$ cat config.mk
export PLATFORM = sky130hd
export DESIGN_NAME = trap_unit
export DESIGN_NICKNAME = d
export VERILOG_FILES = /design/src/trap_pkg.sv /design/src/int_prioritizer.sv /design/src/ex_prioritizer.sv /design/src/trap_ctrl.sv /design/src/trap_unit.sv
export VERILOG_INCLUDE_DIRS = /design/src /design/src/src
export SDC_FILE = /design/constraint.sdc
export NUM_CORES = 1
export LEC_CHECK = 0
export ABC_AREA = 1
export BUFFER_PORTS_ARGS = -buffer_cell sky130_fd_sc_hd__buf_4
export CORE_AREA = 2 2 79 119
export CTS_BUF_LIST = sky130_fd_sc_hd__clkbuf_4 sky130_fd_sc_hd__clkbuf_8 sky130_fd_sc_hd__clkbuf_16
export DETAILED_ROUTE_END_ITERATION = 7
export DIE_AREA = 0 0 81 121
export PLACE_DENSITY = 0.84
export SYNTH_ARGS = -nofsm -noshare
export SYNTH_HDL_FRONTEND = slang
export SYNTH_HIERARCHICAL = 1
export SYNTH_SLANG_ARGS = --single-unit
$ cat constraint.sdc
create_clock -name CLK -period 1.3 [get_ports CLK]
set_clock_uncertainty 0.05 [all_clocks]
set_input_delay 0.065 -clock CLK [delete_from_list [all_inputs] [get_ports CLK]]
set_output_delay 0.065 -clock CLK [all_outputs]
set_load 0.05 [all_outputs]
$ cat src/trap_cfg.svh
/*
 * Trap unit configuration
 * Register width, machine cause numbers and CSR bit positions
 */
`ifndef TRAP_CFG_SVH
`define TRAP_CFG_SVH

`define TRAP_XLEN 32

// Interrupt cause numbers, also the enable bit positions in a mie write
`define TRAP_INT_SOFT  3
`define TRAP_INT_TIMER 7
`define TRAP_INT_EXT   11

// Synchronous exception cause numbers
`define TRAP_EX_INSN_MAL    0
`define TRAP_EX_INSN_ACCESS 1
`define TRAP_EX_ILLEGAL     2
`define TRAP_EX_BREAKPOINT  3
`define TRAP_EX_LOAD_MAL    4
`define TRAP_EX_LOAD_FAULT  5
`define TRAP_EX_STORE_MAL   6
`define TRAP_EX_STORE_FAULT 7
`define TRAP_EX_ECALL_M     11

`define TRAP_MSTATUS_MIE  3   // mstatus.mie position in a CSR write
`define TRAP_MSTATUS_MPIE 7   // mstatus.mpie position in a CSR write

// Bit order of the 3-bit mip and mie_bits vectors
`define TRAP_IP_SOFT  0
`define TRAP_IP_TIMER 1
`define TRAP_IP_EXT   2

`endif

$ cat src/trap_pkg.sv
/*
 * Trap unit types
 * Cause enums, the two-view mcause word and the CSR write select
 */
`default_nettype none

`include "trap_cfg.svh"

package trap_pkg;

    // Machine interrupt causes
    typedef enum logic [3:0] {
        INT_SOFT  = 4'(`TRAP_INT_SOFT),
        INT_TIMER = 4'(`TRAP_INT_TIMER),
        INT_EXT   = 4'(`TRAP_INT_EXT)
    } int_code_t;

    // Synchronous exception causes, machine mode only
    typedef enum logic [4:0] {
        EX_INSN_MAL    = 5'(`TRAP_EX_INSN_MAL),
        EX_INSN_ACCESS = 5'(`TRAP_EX_INSN_ACCESS),
        EX_ILLEGAL     = 5'(`TRAP_EX_ILLEGAL),
        EX_BREAKPOINT  = 5'(`TRAP_EX_BREAKPOINT),
        EX_LOAD_MAL    = 5'(`TRAP_EX_LOAD_MAL),
        EX_LOAD_FAULT  = 5'(`TRAP_EX_LOAD_FAULT),
        EX_STORE_MAL   = 5'(`TRAP_EX_STORE_MAL),
        EX_STORE_FAULT = 5'(`TRAP_EX_STORE_FAULT),
        EX_ECALL_M     = 5'(`TRAP_EX_ECALL_M)
    } ex_code_t;

    // mcause seen as an interrupt (top bit set)
    typedef struct packed {
        logic                    intr;
        logic [`TRAP_XLEN-6:0]   pad;
        int_code_t               code;
    } mcause_int_t;

    // mcause seen as an exception (top bit clear)
    typedef struct packed {
        logic                    intr;
        logic [`TRAP_XLEN-7:0]   pad;
        ex_code_t                code;
    } mcause_ex_t;

    typedef union packed {
        mcause_int_t irq;
        mcause_ex_t  exc;
    } mcause_u;

    // Target of the software write port
    typedef enum logic {
        CSR_MSTATUS = 1'b0,
        CSR_MIE     = 1'b1
    } csr_sel_t;

endpackage

`default_nettype wire

$ cat src/int_prioritizer.sv
/*
 * Machine interrupt prioritizer
 * Holds mip and the mie enables, picks the most urgent enabled
 * pending interrupt (external, then software, then timer)
 */
`timescale 1ns/1ns
`default_nettype none

`include "trap_cfg.svh"

module int_prioritizer (
    input  logic                   CLK,
    input  logic                   nRST,
    input  logic                   ext_irq,
    input  logic                   soft_irq,
    input  logic                   timer_irq,
    input  logic                   clr_ext,
    input  logic                   clr_soft,
    input  logic                   clr_timer,
    input  logic                   csr_write,
    input  trap_pkg::csr_sel_t     csr_sel,
    input  logic [`TRAP_XLEN-1:0]  csr_wdata,
    output logic [2:0]             mip,
    output logic [2:0]             mie_bits,
    output logic                   int_pending,
    output trap_pkg::int_code_t    int_code
);

    logic [2:0] irq_line;
    logic [2:0] irq_clr;
    logic [2:0] active;     // Pending and enabled

    assign irq_line = {ext_irq, timer_irq, soft_irq};   // Ordered by TRAP_IP_* index
    assign irq_clr  = {clr_ext, clr_timer, clr_soft};

    // Pending bits, a high line beats a clear pulse
    always_ff @(posedge CLK, negedge nRST) begin
        if (!nRST) begin
            mip <= '0;
        end else begin
            for (int i = 0; i < 3; i++) begin
                if (irq_line[i])
                    mip[i] <= 1'b1;
                else if (irq_clr[i])
                    mip[i] <= 1'b0;
            end
        end
    end

    // Enable bits sit at their cause positions in the write data
    always_ff @(posedge CLK, negedge nRST) begin
        if (!nRST) begin
            mie_bits <= '0;
        end else if (csr_write && csr_sel == trap_pkg::CSR_MIE) begin
            mie_bits[`TRAP_IP_EXT]   <= csr_wdata[`TRAP_INT_EXT];
            mie_bits[`TRAP_IP_TIMER] <= csr_wdata[`TRAP_INT_TIMER];
            mie_bits[`TRAP_IP_SOFT]  <= csr_wdata[`TRAP_INT_SOFT];
        end
    end

    assign active      = mip & mie_bits;
    assign int_pending = |active;

    // Fixed priority pick
    always_comb begin
        int_code = trap_pkg::INT_SOFT;  // Don't care when nothing is active
        if (active[`TRAP_IP_EXT])
            int_code = trap_pkg::INT_EXT;
        else if (active[`TRAP_IP_SOFT])
            int_code = trap_pkg::INT_SOFT;
        else if (active[`TRAP_IP_TIMER])
            int_code = trap_pkg::INT_TIMER;
    end

endmodule

`default_nettype wire

$ cat src/ex_prioritizer.sv
/*
 * Synchronous exception prioritizer
 * Priority chain over the nine exception flags, also forms the
 * trap value that the winning exception records in mtval
 */
`timescale 1ns/1ns
`default_nettype none

`include "trap_cfg.svh"

module ex_prioritizer (
    input  logic                   breakpoint,
    input  logic                   insn_access,
    input  logic                   illegal_insn,
    input  logic                   insn_mal,
    input  logic                   ecall_m,
    input  logic                   store_mal,
    input  logic                   load_mal,
    input  logic                   store_fault,
    input  logic                   load_fault,
    input  logic [`TRAP_XLEN-1:0]  bad_value,
    output logic                   ex_valid,
    output trap_pkg::ex_code_t     ex_code,
    output logic [`TRAP_XLEN-1:0]  ex_tval
);

    logic keep_tval;    // Winner records bad_value

    always_comb begin
        ex_valid  = 1'b1;
        keep_tval = 1'b1;
        ex_code   = trap_pkg::EX_INSN_MAL;

        if (breakpoint) begin
            ex_code   = trap_pkg::EX_BREAKPOINT;
            keep_tval = 1'b0;   // No faulting value
        end else if (insn_access) begin
            ex_code = trap_pkg::EX_INSN_ACCESS;
        end else if (illegal_insn) begin
            ex_code = trap_pkg::EX_ILLEGAL;         // bad_value holds the instruction
        end else if (insn_mal) begin
            ex_code = trap_pkg::EX_INSN_MAL;
        end else if (ecall_m) begin
            ex_code   = trap_pkg::EX_ECALL_M;
            keep_tval = 1'b0;
        end else if (store_mal) begin
            ex_code = trap_pkg::EX_STORE_MAL;
        end else if (load_mal) begin
            ex_code = trap_pkg::EX_LOAD_MAL;
        end else if (store_fault) begin
            ex_code = trap_pkg::EX_STORE_FAULT;
        end else if (load_fault) begin
            ex_code = trap_pkg::EX_LOAD_FAULT;
        end else begin
            // Nothing raised
            ex_valid  = 1'b0;
            keep_tval = 1'b0;
        end
    end

    assign ex_tval = keep_tval ? bad_value : '0;

endmodule

`default_nettype wire

$ cat src/trap_ctrl.sv
/*
 * Trap control
 * Chooses exception, interrupt or nothing each cycle, records the
 * trap CSRs once on the taking edge, and holds trap for a taken
 * interrupt until the pipeline is cleared
 */
`timescale 1ns/1ns
`default_nettype none

`include "trap_cfg.svh"

module trap_ctrl (
    input  logic                   CLK,
    input  logic                   nRST,
    input  logic                   int_pending,
    input  trap_pkg::int_code_t    int_code,
    input  logic                   ex_valid,
    input  trap_pkg::ex_code_t     ex_code,
    input  logic [`TRAP_XLEN-1:0]  ex_tval,
    input  logic [`TRAP_XLEN-1:0]  epc,
    input  logic                   mret,
    input  logic                   pipe_clear,
    input  logic                   csr_write,
    input  trap_pkg::csr_sel_t     csr_sel,
    input  logic [`TRAP_XLEN-1:0]  csr_wdata,
    output logic                   trap,
    output trap_pkg::mcause_u      mcause,
    output logic [`TRAP_XLEN-1:0]  mepc,
    output logic [`TRAP_XLEN-1:0]  mtval,
    output logic                   mstatus_mie,
    output logic                   mstatus_mpie
);

    logic take_ex;      // Exception taken this cycle
    logic take_int;     // Interrupt taken this cycle
    logic trap_taken;
    logic int_taken;    // Interrupt recorded, waiting for pipe_clear
    logic mstatus_wr;

    // An exception always wins over a same-cycle interrupt
    assign take_ex    = ex_valid;
    assign take_int   = !ex_valid && mstatus_mie && int_pending;
    assign trap_taken = take_ex | take_int;
    assign mstatus_wr = csr_write && csr_sel == trap_pkg::CSR_MSTATUS;

    // Exceptions reach the pipeline in the same cycle, interrupts one later
    assign trap = ex_valid | int_taken;

    // Cause register, one view written per trap kind
    always_ff @(posedge CLK, negedge nRST) begin
        if (!nRST) begin
            mcause <= '0;
        end else if (take_ex) begin
            mcause.exc.intr <= 1'b0;
            mcause.exc.pad  <= '0;
            mcause.exc.code <= ex_code;
        end else if (take_int) begin
            mcause.irq.intr <= 1'b1;
            mcause.irq.pad  <= '0;
            mcause.irq.code <= int_code;
        end
    end

    // Return address, written once per trap
    always_ff @(posedge CLK, negedge nRST) begin
        if (!nRST)
            mepc <= '0;
        else if (trap_taken)
            mepc <= epc;
    end

    // Trap value only from exceptions, interrupts leave it alone
    always_ff @(posedge CLK, negedge nRST) begin
        if (!nRST)
            mtval <= '0;
        else if (take_ex)
            mtval <= ex_tval;
    end

    // Interrupt enable stack
    always_ff @(posedge CLK, negedge nRST) begin
        if (!nRST) begin
            mstatus_mie  <= 1'b0;
            mstatus_mpie <= 1'b0;
        end else if (trap_taken) begin
            mstatus_mpie <= mstatus_mie;    // Push
            mstatus_mie  <= 1'b0;           // Handler runs masked
        end else if (mret) begin
            mstatus_mie  <= mstatus_mpie;   // Pop
            mstatus_mpie <= 1'b1;
        end else if (mstatus_wr) begin
            mstatus_mie  <= csr_wdata[`TRAP_MSTATUS_MIE];
            mstatus_mpie <= csr_wdata[`TRAP_MSTATUS_MPIE];
        end
    end

    // Held so trap stays up while the pipeline drains
    // A new take wins over a same-cycle pipe_clear
    always_ff @(posedge CLK, negedge nRST) begin
        if (!nRST)
            int_taken <= 1'b0;
        else if (take_int)
            int_taken <= 1'b1;
        else if (pipe_clear)
            int_taken <= 1'b0;
    end

endmodule

`default_nettype wire

$ cat src/trap_unit.sv
/*
 * Machine-mode trap unit, top level
 * Interrupt and exception prioritizers feeding the trap control
 */
`timescale 1ns/1ns
`default_nettype none

`include "trap_cfg.svh"

module trap_unit (
    input  logic                   CLK,
    input  logic                   nRST,
    // Interrupt lines and their clears
    input  logic                   ext_irq,
    input  logic                   soft_irq,
    input  logic                   timer_irq,
    input  logic                   clr_ext,
    input  logic                   clr_soft,
    input  logic                   clr_timer,
    // Exception flags from the pipeline
    input  logic                   breakpoint,
    input  logic                   insn_access,
    input  logic                   illegal_insn,
    input  logic                   insn_mal,
    input  logic                   ecall_m,
    input  logic                   store_mal,
    input  logic                   load_mal,
    input  logic                   store_fault,
    input  logic                   load_fault,
    input  logic [`TRAP_XLEN-1:0]  epc,
    input  logic [`TRAP_XLEN-1:0]  bad_value,
    input  logic                   mret,
    input  logic                   pipe_clear,
    // Software write port
    input  logic                   csr_write,
    input  trap_pkg::csr_sel_t     csr_sel,
    input  logic [`TRAP_XLEN-1:0]  csr_wdata,
    output logic                   trap,
    output trap_pkg::mcause_u      mcause,
    output logic [`TRAP_XLEN-1:0]  mepc,
    output logic [`TRAP_XLEN-1:0]  mtval,
    output logic                   mstatus_mie,
    output logic                   mstatus_mpie,
    output logic [2:0]             mie_bits,
    output logic [2:0]             mip
);

    logic                   int_pending;
    trap_pkg::int_code_t    int_code;
    logic                   ex_valid;
    trap_pkg::ex_code_t     ex_code;
    logic [`TRAP_XLEN-1:0]  ex_tval;

    int_prioritizer u_int (
        .CLK(CLK), .nRST(nRST),
        .ext_irq(ext_irq), .soft_irq(soft_irq), .timer_irq(timer_irq),
        .clr_ext(clr_ext), .clr_soft(clr_soft), .clr_timer(clr_timer),
        .csr_write(csr_write), .csr_sel(csr_sel), .csr_wdata(csr_wdata),
        .mip(mip), .mie_bits(mie_bits),
        .int_pending(int_pending), .int_code(int_code)
    );

    ex_prioritizer u_ex (
        .breakpoint(breakpoint), .insn_access(insn_access),
        .illegal_insn(illegal_insn), .insn_mal(insn_mal), .ecall_m(ecall_m),
        .store_mal(store_mal), .load_mal(load_mal),
        .store_fault(store_fault), .load_fault(load_fault),
        .bad_value(bad_value),
        .ex_valid(ex_valid), .ex_code(ex_code), .ex_tval(ex_tval)
    );

    trap_ctrl u_ctrl (
        .CLK(CLK), .nRST(nRST),
        .int_pending(int_pending), .int_code(int_code),
        .ex_valid(ex_valid), .ex_code(ex_code), .ex_tval(ex_tval),
        .epc(epc), .mret(mret), .pipe_clear(pipe_clear),
        .csr_write(csr_write), .csr_sel(csr_sel), .csr_wdata(csr_wdata),
        .trap(trap), .mcause(mcause), .mepc(mepc), .mtval(mtval),
        .mstatus_mie(mstatus_mie), .mstatus_mpie(mstatus_mpie)
    );

endmodule

`default_nettype wire

==> out/metrics.csv <==
stage;metric;value;unit
global_route;grt_pass1_wl;17000;µm
synth;synth_cell_types;22;
sta;fin_crit;1.27;ns
worst_setup_path;reg2reg_slack;0.03;ns
synth;synth-simple-area-share;30.4;%
worst_setup_path;critPathLaunchType;flip-flop;
synth;ys_ff_latch;79;
die;core_area;8720;µm²
worst_setup_path;r2r_end;u_ctrl/mcause[0];
clock_network;cts_buffers;9;
clock_network;clock-root-buffer;clkbuf_16;
die;io_pins;222;
pwr;pwr-share-clk;37.5;%
synth;yosysWarningCount;6;
sta;hold_viol;1;
worst_setup_path;required;1.45;ns
sta;finalCritPeriodShare;97.8;%
worst_hold_path;holdPathEnd;u_int/mie_bits[2];
clock_network;cts_sinks;79;
pwr;switchingPower;1.98;mW
layout;fin_nets;838;
placed_design;place_area;5140;µm²
synth;synth-compound-area-share;2.09;%
pwr;comb_power_share;23.3;%
sta;layout_setup_ws;0.0288;ns
detailed_routing;drc;0;
global_route;track_usage;22.5;%
synth;synthMuxAreaShare;0;%
global_route;grt_overflow;0;
worst_hold_path;worstHoldPathCells;3;
detailed_routing;ant_nets;0;
clock_network;insertion_delay;0.32;ns
job;cap_viol_max_count;0;
pwr;total_power;6.82;mW
worst_setup_path;endpoint_kind;flip-flop;
worst_hold_path;min_from;csr_write;
layout;fin_util;69.7;%
synth;synth_area;3770;µm²
detailed_routing;wl_per_cell;13.1;µm
clock_network;cts.reportedPaths.clkPinSlew;0.06;ns
global_route;first_global_vias;3798;
synth;synthCells;486;
detailed_routing;dr.pass1.iters;4;
detailed_routing;num_vias;3769;
synth;yosysSeqAreaShare;52.4;%
synth;synth-xor-area-share;0;%
clock_network;cts_buffer_depth;2;
outcome;status;finished, violations left;
pwr;power_density;1120;nW/µm²
die;dieWidth;81;µm
synth;synthAdderAreaFrac;0;%
worst_hold_path;min_path_type;in -> reg;
placed_design;dp_slack;-0.116;ns
sta;hold_slack;-0.00312;ns
clock_network;cts_tree;yes;
placed_design;io_buffers;166;
sta;max_freq;787;MHz
layout;fin_area;6080;µm²
worst_setup_path;cp.arrival;1.43;ns
pwr;p_leak;3.46;nW
pwr;ir_drop;887;µV
placed_design;dp.cells;763;
detailed_routing;drtIter0Drc;162;
layout;synthToLayoutAreaGrowth;61.2;%
global_route;antenna_found_initial;0;
layout;fin_cells;836;
die;start_util;43.2;%
die;dieArea;9800;µm²
placed_design;place.detailed.hpwl;7000;µm
pwr;power.share.sequential;39.2;%
worst_setup_path;path_max_fanout;12;
worst_setup_path;path_class;reg -> reg;
outcome;failed_checks;hold timing;
pwr;swShare;29.1;%
sta;fin_setup_tns;0;ns
die;die_y;121;µm
layout;num_antenna_cells;0;
layout;drive_gt1_share;33.1;%
sta;finalSetupViolations;0;
detailed_routing;drt_wl_total;10900;µm
sta;slew_viol_final;0;
synth;postSynthAreaPerCell;7.76;µm²
worst_setup_path;reg2reg_depth;7;
clock_network;h-tree-depth;3;
pwr;internal_power;4.84;mW
sta;rsz0062_at_grt;true;
worst_setup_path;r2r-start;u_int/mip[2];
die;rows;42;
synth;synth_top_family_by_area;simple AND/OR/NAND/NOR gates;
placed_design;place.gp.congestion;0.757;
detailed_routing;vias_per_cell;4.51;
global_route;grt_max_degree;80;
-- cells in the mapped netlist --
cell type	n	area (µm²)
or2_2	4	25.0
buf_2	8	40.0
nand2_4	1	11.3
nand3_1	6	30.0
o21ai_0	1	5.00
o22ai_1	1	6.26
nand3b_1	1	7.51
buf_4	29	218
nand2_1	234	878
o211ai_1	4	30.0
nand2_2	3	18.8
nor3_1	1	5.00
conb_1	3	11.3
nor2_1	44	165
a21oi_1	3	15.0
buf_6	10	113
inv_1	47	176
dfrtp_1	79	1980
o21bai_1	3	22.5
nor2_2	1	6.26
inv_2	2	7.51
clkbuf_1	1	3.75
-- cell type report --
| cell class | count | area (µm²) |
|---|---|---|
| flip-flops and latches | 79 | 1990 |
| multi-input cells | 336 | 1370 |
| well taps | 110 | 138 |
| clock inverters | 3 | 40.0 |
| clock buffers | 13 | 274 |
| inverters | 49 | 191 |
| fillers | 709 | 2640 |
| repair buffers | 246 | 2080 |
-- critical path, stage by stage, from the launching register on --
cell and delay [ns]:
dfrtp_2 0.41, nand2_2 0.08, nand3_2 0.09, nand2_2 0.10, nand2_4 0.09, buf_8 0.15
o211ai_1 0.10, nand2_1 0.08
-- layer usage --
layer	global-route usage, %	vias to the layer above	wire length [µm]
li1	-	1844	-
met1	23.1	1755	3900
met2	42.3	147	6090
met5	0	-	0
met3	4.39	23	657
met4	10.1	0	288
-- placed cells by master (no fill, tap or decap), drive strengths merged --
cell	count
bufinv	1
o21bai	3
dlygate4sd3	50
dfrtp	79
bufbuf	1
nand3b	1
clkinv	2
o21ai	1
buf	194
inv	49
a21oi	3
o211ai	4
nor2	45
or2	4
clkbuf	14
nor3	1
o22ai	1
nand3	6
conb	29
nand2	238
-- how the worst max path moves through the flow --
stage,endpoint,cells past startpoint,startpoint
after floorplan,u_ctrl/mcause[4],9,u_int/mie_bits[2]
after detailed placement,u_ctrl/mepc[20],10,insn_mal
after global routing,u_ctrl/mcause[0],7,u_int/mip[1]
final,u_ctrl/mcause[0],7,u_int/mip[2]
after global placement,u_ctrl/mcause[2],10,insn_access
after CTS,u_ctrl/mepc[20],8,u_int/mip[2]
-- timing repair --
item	4_1_cts	5_1_grt
hold buffers	53	0
endpoints found under the setup margin	2	38
pin swaps	0	2
resized for setup	2	9
setup buffers	1	4
endpoints found under the hold margin	123	0
gates cloned	1	1
-- flip-flops by register name, indices dropped and copies added, names as in the netlist --
register             count
u_ctrl/mcause            6
u_int/mie_bits           3
u_ctrl/int_taken         1
u_ctrl/mtval            32
u_ctrl/mstatus_mie       1
u_ctrl/mstatus_mpie      1
u_int/mip                3
u_ctrl/mepc             32
-- logic make-up (layout without fill, tap and decap cells) --
logic type      count (synthesis)  in the layout
simple gates                  295            295
buf+inv                        97            311
flops                          79             79
compound gates                 12             12
other cells                     3             29
-- power groups by stage --
stage / registers [mW] / clock network, mW / logic, mW
floorplan: 3.18 / 0 / 0.464
global placement: 2.71 / 0 / 1.43
detailed placement: 2.72 / 0 / 1.45
CTS: 2.68 / 2.63 / 1.58
global route: 2.69 / 2.75 / 1.69
finish: 2.68 / 2.56 / 1.59
Power figures use the tool's default switching activity.
